==> src/rtl/bt_bridge_pkg.sv <==
// Shared widths, sample and packet types, stream word struct and sequencer states
package bt_bridge_pkg;

	// Sample and channel sizes
	localparam int SAMPLE_W = 110;
	localparam int STREAM_ID_W = 3;
	localparam int N_STREAMS = 2 ** STREAM_ID_W;

	// A packet is channel byte, padded sample, channel byte
	localparam int PACKET_BYTES = 16;

	typedef logic [SAMPLE_W-1:0] sample_t;
	typedef logic [7:0] byte_t;
	typedef logic [PACKET_BYTES*8-1:0] packet_t;
	typedef logic [3:0] byte_index_t;
	typedef logic [STREAM_ID_W-1:0] stream_id_t;

	// UART and spacing counts, all in clock cycles
	typedef logic [9:0] bit_period_t;
	typedef logic [9:0] gap_t;
	typedef logic [15:0] packet_gap_t;

	// Granted channel together with the head of its FIFO
	typedef struct packed {
		stream_id_t id;
		sample_t sample;
	} stream_word_t;

	typedef enum logic [2:0] {
		SEQ_IDLE,
		SEQ_LOAD,
		SEQ_SEND,
		SEQ_WAIT_DONE,
		SEQ_BYTE_GAP,
		SEQ_PACKET_GAP
	} seq_state_t;

endpackage

==> src/rtl/bt_stream_bridge.sv <==
// Sensor to Bluetooth UART bridge top level joining FIFOs, arbiter, sequencer and UART
module bt_stream_bridge #(
	parameter int FIFO_DEPTH = 4,
	parameter bt_bridge_pkg::packet_gap_t PACKET_GAP = 16'd6000
) (
	input  logic clock,
	input  logic reset,
	input  bt_bridge_pkg::sample_t [bt_bridge_pkg::N_STREAMS-1:0] sample_i,
	input  logic [bt_bridge_pkg::N_STREAMS-1:0] sample_valid_i,
	input  logic [bt_bridge_pkg::N_STREAMS-1:0] stream_enable_i,
	input  logic send_enable_i,
	input  bt_bridge_pkg::bit_period_t bit_period_i,
	input  bt_bridge_pkg::gap_t byte_gap_i,
	output logic txd_o,
	output logic busy_o
);
	import bt_bridge_pkg::*;

	logic [N_STREAMS-1:0] empty;
	stream_word_t head;
	logic grant_valid;
	stream_id_t grant_id;
	logic pop;
	logic tx_start;
	byte_t tx_byte;
	logic tx_done;

	stream_fifo_bank #(
		.FIFO_DEPTH(FIFO_DEPTH)
	) fifo_bank0 (
		.clock(clock),
		.reset(reset),
		.sample_i(sample_i),
		.sample_valid_i(sample_valid_i),
		.pop_i(pop),
		.pop_id_i(grant_id),
		.empty_o(empty),
		.head_o(head)
	);

	channel_arbiter arbiter0 (
		.clock(clock),
		.reset(reset),
		.empty_i(empty),
		.stream_enable_i(stream_enable_i),
		.send_enable_i(send_enable_i),
		.pop_i(pop),
		.grant_valid_o(grant_valid),
		.grant_id_o(grant_id)
	);

	packet_sequencer #(
		.PACKET_GAP(PACKET_GAP)
	) sequencer0 (
		.clock(clock),
		.reset(reset),
		.grant_valid_i(grant_valid),
		.head_i(head),
		.byte_gap_i(byte_gap_i),
		.tx_done_i(tx_done),
		.pop_o(pop),
		.tx_start_o(tx_start),
		.tx_byte_o(tx_byte),
		.busy_o(busy_o)
	);

	uart_tx uart0 (
		.clock(clock),
		.reset(reset),
		.start_i(tx_start),
		.data_i(tx_byte),
		.bit_period_i(bit_period_i),
		.txd_o(txd_o),
		.done_o(tx_done)
	);

endmodule

==> src/rtl/channel_arbiter.sv <==
// Round-robin grant over the non-empty, enabled sensor channels
module channel_arbiter (
	input  logic clock,
	input  logic reset,
	input  logic [bt_bridge_pkg::N_STREAMS-1:0] empty_i,
	input  logic [bt_bridge_pkg::N_STREAMS-1:0] stream_enable_i,
	input  logic send_enable_i,
	input  logic pop_i,
	output logic grant_valid_o,
	output bt_bridge_pkg::stream_id_t grant_id_o
);
	import bt_bridge_pkg::*;

	stream_id_t last_q;
	stream_id_t pick;
	logic [N_STREAMS-1:0] ready;
	logic found;

	assign ready = ~empty_i & stream_enable_i;

	// Search starts one past the channel served last and wraps around
	always_comb
	begin
		stream_id_t cand;
		pick = '0;
		found = 1'b0;
		for (int i = 1; i <= N_STREAMS; i++)
		begin
			cand = last_q + stream_id_t'(i);
			if (!found && ready[cand])
			begin
				pick = cand;
				found = 1'b1;
			end
		end
	end

	assign grant_valid_o = send_enable_i && found;
	assign grant_id_o = pick;

	// Last channel is the reset value so channel 0 is searched first
	always_ff @(posedge clock or posedge reset)
	begin
		if (reset)
			last_q <= stream_id_t'(N_STREAMS - 1);
		else if (pop_i)
			last_q <= grant_id_o;
	end

endmodule

==> src/rtl/packet_sequencer.sv <==
// Packet framing FSM with byte indexing and byte and packet spacing
module packet_sequencer #(
	parameter bt_bridge_pkg::packet_gap_t PACKET_GAP = 16'd6000
) (
	input  logic clock,
	input  logic reset,
	input  logic grant_valid_i,
	input  bt_bridge_pkg::stream_word_t head_i,
	input  bt_bridge_pkg::gap_t byte_gap_i,
	input  logic tx_done_i,
	output logic pop_o,
	output logic tx_start_o,
	output bt_bridge_pkg::byte_t tx_byte_o,
	output logic busy_o
);
	import bt_bridge_pkg::*;

	// Zero bits between the sample and the leading channel byte
	localparam int PAD_W = (PACKET_BYTES - 2) * 8 - SAMPLE_W;
	localparam byte_index_t LAST_BYTE = byte_index_t'(PACKET_BYTES - 1);

	seq_state_t state_q;
	packet_t packet_q;
	byte_index_t byte_idx_q;
	packet_gap_t gap_cnt_q;
	logic byte_gap_done;
	logic packet_gap_done;

	// Grant is checked again here, the arbiter and FIFO act on this pulse
	assign pop_o = (state_q == SEQ_LOAD) && grant_valid_i;
	assign tx_start_o = (state_q == SEQ_SEND);
	assign busy_o = (state_q != SEQ_IDLE);

	// Byte 0 sits in the top bits of the packet
	assign tx_byte_o = packet_q[(PACKET_BYTES - 1 - int'(byte_idx_q)) * 8 +: 8];

	// One counter shared by both gaps, starting at 1 on entry
	assign byte_gap_done = (gap_cnt_q >= packet_gap_t'(byte_gap_i));
	assign packet_gap_done = (gap_cnt_q >= PACKET_GAP);

	always_ff @(posedge clock)
	begin
		if (pop_o)
			packet_q <= {byte_t'(head_i.id), {PAD_W{1'b0}}, head_i.sample, byte_t'(head_i.id)};
	end

	always_ff @(posedge clock or posedge reset)
	begin
		if (reset)
		begin
			state_q <= SEQ_IDLE;
			byte_idx_q <= '0;
			gap_cnt_q <= '0;
		end
		else
		begin
			case (state_q)
				SEQ_IDLE:
				begin
					if (grant_valid_i)
						state_q <= SEQ_LOAD;
				end

				SEQ_LOAD:
				begin
					byte_idx_q <= '0;
					// Grant may have gone away since the idle cycle
					state_q <= grant_valid_i ? SEQ_SEND : SEQ_IDLE;
				end

				SEQ_SEND:
				begin
					state_q <= SEQ_WAIT_DONE;
				end

				SEQ_WAIT_DONE:
				begin
					if (tx_done_i)
					begin
						gap_cnt_q <= packet_gap_t'(1);
						if (byte_idx_q == LAST_BYTE)
						begin
							state_q <= SEQ_PACKET_GAP;
						end
						else
						begin
							byte_idx_q <= byte_idx_q + 1'b1;
							state_q <= SEQ_BYTE_GAP;
						end
					end
				end

				SEQ_BYTE_GAP:
				begin
					if (byte_gap_done)
						state_q <= SEQ_SEND;
					else
						gap_cnt_q <= gap_cnt_q + 1'b1;
				end

				SEQ_PACKET_GAP:
				begin
					if (packet_gap_done)
						state_q <= SEQ_IDLE;
					else
						gap_cnt_q <= gap_cnt_q + 1'b1;
				end

				default:
				begin
					state_q <= SEQ_IDLE;
				end
			endcase
		end
	end

endmodule

==> src/rtl/stream_fifo_bank.sv <==
// Per-channel first-word-fall-through sample FIFOs with drop on full
module stream_fifo_bank #(
	parameter int FIFO_DEPTH = 4
) (
	input  logic clock,
	input  logic reset,
	input  bt_bridge_pkg::sample_t [bt_bridge_pkg::N_STREAMS-1:0] sample_i,
	input  logic [bt_bridge_pkg::N_STREAMS-1:0] sample_valid_i,
	input  logic pop_i,
	input  bt_bridge_pkg::stream_id_t pop_id_i,
	output logic [bt_bridge_pkg::N_STREAMS-1:0] empty_o,
	output bt_bridge_pkg::stream_word_t head_o
);
	import bt_bridge_pkg::*;

	localparam int PTR_W = (FIFO_DEPTH > 1) ? $clog2(FIFO_DEPTH) : 1;
	localparam int CNT_W = $clog2(FIFO_DEPTH + 1);
	localparam logic [PTR_W-1:0] LAST_SLOT = PTR_W'(FIFO_DEPTH - 1);

	// Head sample of every channel, selected below by the pop id
	sample_t heads [N_STREAMS];

	for (genvar k = 0; k < N_STREAMS; k++)
	begin : g_chan
		sample_t mem [FIFO_DEPTH];
		logic [PTR_W-1:0] rd_ptr_q;
		logic [PTR_W-1:0] wr_ptr_q;
		logic [CNT_W-1:0] count_q;
		logic push;
		logic pull;

		// New samples are lost while the buffer is full
		assign push = sample_valid_i[k] && (count_q != CNT_W'(FIFO_DEPTH));
		assign pull = pop_i && (pop_id_i == stream_id_t'(k)) && (count_q != '0);

		assign empty_o[k] = (count_q == '0);
		assign heads[k] = mem[rd_ptr_q];

		always_ff @(posedge clock)
		begin
			if (push)
				mem[wr_ptr_q] <= sample_i[k];
		end

		always_ff @(posedge clock or posedge reset)
		begin
			if (reset)
			begin
				rd_ptr_q <= '0;
				wr_ptr_q <= '0;
				count_q <= '0;
			end
			else
			begin
				if (push)
					wr_ptr_q <= (wr_ptr_q == LAST_SLOT) ? '0 : wr_ptr_q + 1'b1;
				if (pull)
					rd_ptr_q <= (rd_ptr_q == LAST_SLOT) ? '0 : rd_ptr_q + 1'b1;
				if (push && !pull)
					count_q <= count_q + 1'b1;
				else if (pull && !push)
					count_q <= count_q - 1'b1;
			end
		end
	end

	assign head_o.id = pop_id_i;
	assign head_o.sample = heads[pop_id_i];

endmodule

==> src/rtl/uart_tx.sv <==
// 8N1 UART transmitter with a programmable bit period
module uart_tx (
	input  logic clock,
	input  logic reset,
	input  logic start_i,
	input  bt_bridge_pkg::byte_t data_i,
	input  bt_bridge_pkg::bit_period_t bit_period_i,
	output logic txd_o,
	output logic done_o
);
	import bt_bridge_pkg::*;

	// Start bit, eight data bits, stop bit
	localparam int FRAME_BITS = 10;

	logic [FRAME_BITS-1:0] shift_q;
	logic [3:0] bit_cnt_q;
	bit_period_t period_cnt_q;
	logic active_q;
	logic bit_end;
	logic last_bit;

	assign bit_end = (period_cnt_q == bit_period_i - bit_period_t'(1));
	assign last_bit = (bit_cnt_q == 4'(FRAME_BITS - 1));

	// Line idles high outside a frame
	assign txd_o = active_q ? shift_q[0] : 1'b1;
	assign done_o = active_q && last_bit && bit_end;

	always_ff @(posedge clock)
	begin
		if (start_i && !active_q)
			shift_q <= {1'b1, data_i, 1'b0};
		else if (active_q && bit_end)
			shift_q <= {1'b1, shift_q[FRAME_BITS-1:1]};
	end

	always_ff @(posedge clock or posedge reset)
	begin
		if (reset)
		begin
			active_q <= 1'b0;
			bit_cnt_q <= '0;
			period_cnt_q <= '0;
		end
		else if (!active_q)
		begin
			if (start_i)
			begin
				active_q <= 1'b1;
				bit_cnt_q <= '0;
				period_cnt_q <= '0;
			end
		end
		else if (bit_end)
		begin
			period_cnt_q <= '0;
			bit_cnt_q <= bit_cnt_q + 1'b1;
			if (last_bit)
				active_q <= 1'b0;
		end
		else
		begin
			period_cnt_q <= period_cnt_q + 1'b1;
		end
	end

endmodule

==> config.mk <==
export PLATFORM = sky130hd
export DESIGN_NAME = bt_stream_bridge
export DESIGN_NICKNAME = d
export VERILOG_FILES = /design/src/rtl/bt_bridge_pkg.sv /design/src/rtl/bt_stream_bridge.sv /design/src/rtl/channel_arbiter.sv /design/src/rtl/packet_sequencer.sv /design/src/rtl/stream_fifo_bank.sv /design/src/rtl/uart_tx.sv
export SDC_FILE = /design/constraint.sdc
export NUM_CORES = 2
export LEC_CHECK = 0
export CORE_MARGIN = 2
export CORE_UTILIZATION = 57
export DETAILED_ROUTE_END_ITERATION = 7
export DONT_BUFFER_PORTS = 1
export PLACE_DENSITY = 0.8
export SLEW_MARGIN = 20
export SYNTH_ARGS = -nofsm -noshare
export SYNTH_HDL_FRONTEND = slang
export SYNTH_SLANG_ARGS = --single-unit
==> constraint.sdc <==
create_clock -name clock -period 7.5 [get_ports clock]
set_input_delay 1.125 -clock clock [delete_from_list [all_inputs] [get_ports clock]]
set_output_delay 1.125 -clock clock [all_outputs]
set_load 0.05 [all_outputs]
### Word-level counts from Yosys, hierarchy flattened

Memories as Yosys holds them, arrays and structs flattened.
Cells that the tools add are included.

* $add $sub $neg: 45
* $mul: 0
* div/mod/pow operators: 0
* order comparisons: 11
* equality and inequality tests: 47
* shifts and indexed selects: 1
* mux-type cells: 110
* bitwise logic cells: 3
* reductions and logical operators: 112

Operators by type and width (count)
* $bmux 110 s3: 1
* $mux 110: 2
* $shiftx 128x32->8: 1
* $mux 3: 28
* $logic_and 1x1->1: 53
* $mux 16: 3
* $pmux 16 s3: 1
* $mux 1: 38
* $mux 2: 17
* $add 2x1->2 const B: 16
* $eq 2x2->1 const B: 16
* $lt 3x4->1 const B: 8
* $logic_not 3->1: 10
* $mux 10: 3
* $reduce_bool 3->1: 10
* $add 3x1->3 const B: 9
* $bmux 1 s3: 8
* $logic_not 1->1: 24
* $ne 3x3->1 const B: 8
* $sub 3x1->3 const B: 8
* $reduce_bool 2->1: 11
* $mux 4: 5
* $eq 3x3->1 const B: 6
* $mux 9: 2
* other kinds (24): 41

* register bits: 222
* bits in latches: 0
* memory bits (writable): 3520
* bits in read-only memories: 0
* input port bits: 919
* output and inout bits: 2
* memories kept: 8

Memories
* fifo_bank0.g_chan[0].mem: words 4, bits a word 110, read ports 1, clocked after memory_dff 0, wr ports 1, line stream_fifo_bank.sv:25 `sample_t mem [FIFO_DEPTH];`
* fifo_bank0.g_chan[1].mem: words 4, bits a word 110, read ports 1, clocked after memory_dff 0, wr ports 1, line stream_fifo_bank.sv:25
* fifo_bank0.g_chan[2].mem: words 4, bits a word 110, read ports 1, clocked after memory_dff 0, wr ports 1, line stream_fifo_bank.sv:25
* fifo_bank0.g_chan[3].mem: words 4, bits a word 110, read ports 1, clocked after memory_dff 0, wr ports 1, line stream_fifo_bank.sv:25
* fifo_bank0.g_chan[4].mem: words 4, bits a word 110, read ports 1, clocked after memory_dff 0, wr ports 1, line stream_fifo_bank.sv:25
* fifo_bank0.g_chan[5].mem: words 4, bits a word 110, read ports 1, clocked after memory_dff 0, wr ports 1, line stream_fifo_bank.sv:25
* 2 more memories

### Depth between registers and ports, before layout

* depth in word-level cells: 34
* depth in mapped cells: 21
* mapped depth without buffers: 16

### Modules after synthesis

Synthesis repeated with hierarchy kept, for this count alone.

* cells, all modules: 6741
* area total of the unflattened synthesis: 144705.0 µm²

By module, submodules not included
* stream_fifo_bank: instances 1, cells an instance 6067, area each 136040.5 µm², seq. area each 107102.7 µm²
* packet_sequencer: instances 1, cells an instance 383, area each 6078.3 µm², seq. area each 3968.8 µm²
* uart_tx: instances 1, cells an instance 172, area each 1622.8 µm², seq. area each 635.6 µm²
* channel_arbiter: instances 1, cells an instance 119, area each 963.4 µm², seq. area each 78.8 µm²

### Least setup slack after synthesis

OpenSTA, ideal clock, no wires.

* kind: reg-to-reg
* from: reg arbiter0.last_q[0]
* to: reg fifo_bank0.g_chan[2].count_q[1]
* setup time: 125 ps
* arrival time: 7722 ps
* required time: 7375 ps
* slack: -347 ps
* cell stages (with the launch flop): 17
* path buffers: 4
* clock period less this slack: 7847 ps
* cell sequence: dfstp_2 > buf_2 > inv_2 > ha_1 > buf_2 > mux2_2 > mux4_2 > o2111ai_2 > o31a_1 > and3_1 > clkbuf_1 > clkbuf_1 > nand4_1 > ha_1 > inv_1 > fa_1 > mux2_2

* cells in the longest elaborated chain, start to end: 32
* elaborated cells between the ends (all ways): 63

Ends and longest elaborated chain
* from (decl): line channel_arbiter.sv:14 `stream_id_t last_q;`
* from (signal assigned): line channel_arbiter.sv:45 `last_q <= stream_id_t'(N_STREAMS - 1);`
* from (signal assigned): line channel_arbiter.sv:47 `last_q <= grant_id_o;`
* parallel branches: the longest is 27 deep, another holds $add 3x1->3
* $logic_and 1x1->1 * (2 in series): line stream_fifo_bank.sv:34 `assign pull = pop_i && (pop_id_i == stream_id_t'(k)) && (count_q != '0);`
* $logic_not 1->1: line stream_fifo_bank.sv:59 `if (push && !pull)`
* $logic_and 1x1->1: line stream_fifo_bank.sv:59
* $mux 3 / $reduce_bool 2->1 (equally long branches)
* to (signal assigned): line stream_fifo_bank.sv:60 `count_q <= count_q + 1'b1;`
* to (signal assigned): line stream_fifo_bank.sv:62 `count_q <= count_q - 1'b1;`
* to (decl): line stream_fifo_bank.sv:28 `logic [CNT_W-1:0] count_q;`

Mark *: on every way between the ends. The select of a mux whose other input is x is not followed.
A chain may end at the register's enable or synchronous reset.

==> flow_summary.json <==
{
  "ys_warn_count": 0,
  "root_buffer": "clkbuf_16",
  "final_common_cell": "edfxtp_1",
  "internal-power_mw": 40.57,
  "cp-startpoint": "arbiter0.last_q[1]",
  "io_pins": 921,
  "synth_nets": 7924,
  "r2r_cells": 12,
  "hp-class": "primary input to flop",
  "net-switching-power_mw": 16.08,
  "worstSkewPairLatency_ps": 1020,
  "antenna_left": 0,
  "first_iter_violations": 11142,
  "crit_arrival_ps": 7080,
  "die_y_microns": 508.9,
  "ys_dominant_reg_cell": "edfxtp_1",
  "syn_inst": 6930,
  "post_cts_resize_count": 0,
  "cts_max_level": 5,
  "synth_top_cell_area_share_pct": 75.24,
  "switching_share_pct": 28.39,
  "dpl-instance-area_sq_um": 149100,
  "slew_headroom_pct": 17.30,
  "rsz0062_at_grt": "false",
  "maxSlewViolCount": 0,
  "die_x_microns": 508.9,
  "synth_edf_count": 3641,
  "violations": "DRC",
  "p_comb_share_pct": 17.2,
  "wire_per_inst_microns": 41.26,
  "fin_area_sq_um": 161000,
  "setup_viol": 0,
  "cts.sinks": 3739,
  "fin_worst_skew_ps": 108.8,
  "fp.coreArea_sq_um": 253700,
  "clock.fmax_mhz": 158.6,
  "via_per_inst": 7.055,
  "r2r_start": "arbiter0.last_q[1]",
  "grt_max_degree": 184,
  "synth_area_leaders": "edfxtp_1 (75%), mux4_2 (14%), dfrtp_1 (1.6%)",
  "finalSetupTns_ps": 0,
  "synth_seq_cells": 3739,
  "hold_violations": 0,
  "ir_drop_mv": 0.2875,
  "wirelength_microns": 442000,
  "fin_crit_ps": 6306,
  "dp_hpwl_microns": 270800,
  "cts_tree": "built",
  "total_power_mw": 56.65,
  "grt_util_all_layers_pct": 34.15,
  "num_vias": 75569,
  "hold_buffers": 1,
  "slowest_delay_ps": 790,
  "fillCellCount": 16096,
  "syn_avg_cell_area_sq_um": 20.97,
  "reg2reg_slack_ps": 1190,
  "io_buffers": 0,
  "worst_pin_slew_ps": 1240,
  "clk_pin_slew_ps": 70,
  "crit_end": "sequencer0.packet_q[53]",
  "area_growth_pct": 10.80,
  "power.density_nw_per_um2": 351.8,
  "initial_utilization_pct": 57.28,
  "seqPwrFrac_pct": 50.4,
  "synthDistinctLibCells": 76,
  "drive_above_1_share_pct": 22.30,
  "crit_path_top_delay_cell": "dfstp_2",
  "worstPathMaxFanout": 183,
  "final_cell_mix": "edfxtp_1 (3641), mux4_2 (918), nand2_1 (493)",
  "endpoint_kind": "flop",
  "synth.cell_area_sq_um": 145300,
  "die_area_sq_um": 259000,
  "seq_area_frac_synth_pct": 76.93,
  "grt_pass1_vias": 76078,
  "fin_nets": 8002,
  "leakage_nw": 50.35,
  "dpl.cell_count": 9994,
  "maxCapViolations": 0,
  "post_cts_buffers": 0,
  "firstDrtPassIters": 8,
  "critPathKind": "flop to flop",
  "grt_pass1_wl_microns": 606400,
  "clkPwrFrac_pct": 32.4,
  "globalplace.congestion": 0.9161,
  "grt-ovfl-total": 0,
  "cp-start-kind": "flop",
  "cts_buffer_depth": 4,
  "r2r-end": "sequencer0.packet_q[53]",
  "numCtsBuffers": 377,
  "fin_crit_sh_pct": 84.08,
  "yosys.area.top_type": "edfxtp_1",
  "fin_cells": 10711,
  "antenna_found_initial": 49,
  "route.detailed.drc": 2,
  "cp.required_ps": 8270,
  "status": "finished, violations left",
  "async_reset_ff_share_pct": 2.594,
  "num_rows": 185,
  "cp_cell_sequence": "inv_1, ha_1, mux2_2, mux4_2, o2111ai_2, o22ai_1, o21a_4, inv_8, buf_12, a21oi_1, a221o_1, o21ai_1"
}
[kinds of logic after synthesis]
kind of cell	Yosys count	share of synthesized area, %
flip-flops	3739	76.93
multiplexers	965	14.58
AO/OA/AOI/OAI	948	4.192
AND/OR/NAND/NOR	690	2.011
buffers and inverters	464	1.303
adder cells (fa/ha/maj)	75	0.6871
XOR/XNOR	49	0.3005
[worst min path at each step]
stage	start	endpoint	slack, ps	cells after the start
5_1_grt	sample_i[496]	fifo_bank0.g_chan[4].mem[2][56]	160	0
2_1_floorplan	uart0.shift_q[1]	uart0.shift_q[0]	420	2
6_report	sample_i[496]	fifo_bank0.g_chan[4].mem[2][56]	190	0
3_5_place_dp	sequencer0.gap_cnt_q[14]	sequencer0.gap_cnt_q[14]	470	1
4_1_cts	sample_i[497]	fifo_bank0.g_chan[4].mem[0][57]	130	0
3_3_place_gp	uart0.shift_q[0]	uart0.shift_q[0]	470	2
[final cells by class]
type                    instances  area, sq um  share of cell area, %
inverters                      61        254.0                 0.1578
diodes                         63        157.7                0.09792
multi-input cells            2727        31740                  19.71
well taps                    3366         4212                  2.616
clock buffers                 449         9757                  6.060
flip-flops and latches       3739       111800                  69.47
repair buffers                102         1080                 0.6707
clock inverters               204         1956                  1.215
[synth_stat cells, types with 9 or more instances]
master    instances
buf_1            19
a21oi_1         462
buf_4            11
o21ai_0          50
inv_1            58
ha_1             67
clkbuf_1        334
o211ai_1         10
o21ai_1         110
a221o_1         112
xor2_1           28
mux2i_1          18
and3_1           11
buf_2            30
and2_1           37
edfxtp_1       3641
mux2_2           25
mux4_2          918
xnor2_1          20
nor2_1           75
nand3_1          19
buf_6             9
a22o_1          119
nand4_1          14
nand2_1         493
a211oi_1         10
dfrtp_1          94
[critical path, delay by kind of cell, from the launching register on]
kind                     cells  cell delay [ps]
AO/OA/AOI/OAI                6             1610
buffers and inverters        3             1550
multiplexers                 2              960
flip-flops                   1              790
adder cells (fa/ha/maj)      1              780
[routing by layer]
metal / vias to the layer above / wire length (microns) / global-route usage, %
met3: 1148 / 60710 / 12.75
met5: - / 173 / 0
li1: 28993 / - / -
met1: 39042 / 136400 / 40.09
met2: 6364 / 207000 / 52.70
met4: 22 / 37670 / 23.23
[flip-flops by register name, indices dropped and copies added (netlist names)]
register                    count
fifo_bank0.g_chan.wr_ptr_q     16
fifo_bank0.g_chan.count_q      24
uart0.active_q                  1
fifo_bank0.g_chan.mem        3520
sequencer0.byte_idx_q           4
sequencer0.gap_cnt_q           16
fifo_bank0.g_chan.rd_ptr_q     16
uart0.bit_cnt_q                 4
arbiter0.last_q                 3
sequencer0.packet_q           113
uart0.period_cnt_q             10
uart0.shift_q                   9
sequencer0.state_q              3
[metrics by stage]
stage / setup WS [ps] / hold WS [ps] / util [%]
after global placement: 1363 / 469.2 / 58.77
final: 1194 / 191.1 / 63.46
after floorplan: 1632 / 417.6 / -
after CTS: 1251 / 133.1 / 63.40
after global routing: 952.2 / 158.2 / 63.43
after detailed placement: 1308 / 472.2 / 58.78
[power by group through the flow]
| stage | Clock, mW | Combinational [mW] | Sequential [mW] |
|---|---|---|---|
| detailed placement | 0 | 9.60 | 28.8 |
| global placement | 0 | 9.47 | 28.4 |
| global route | 19.2 | 10.1 | 28.8 |
| finish | 18.3 | 9.76 | 28.6 |
| floorplan | 0 | 5.39 | 28.7 |
| CTS | 18.4 | 9.75 | 28.5 |
Power figures use the tool's default switching activity.
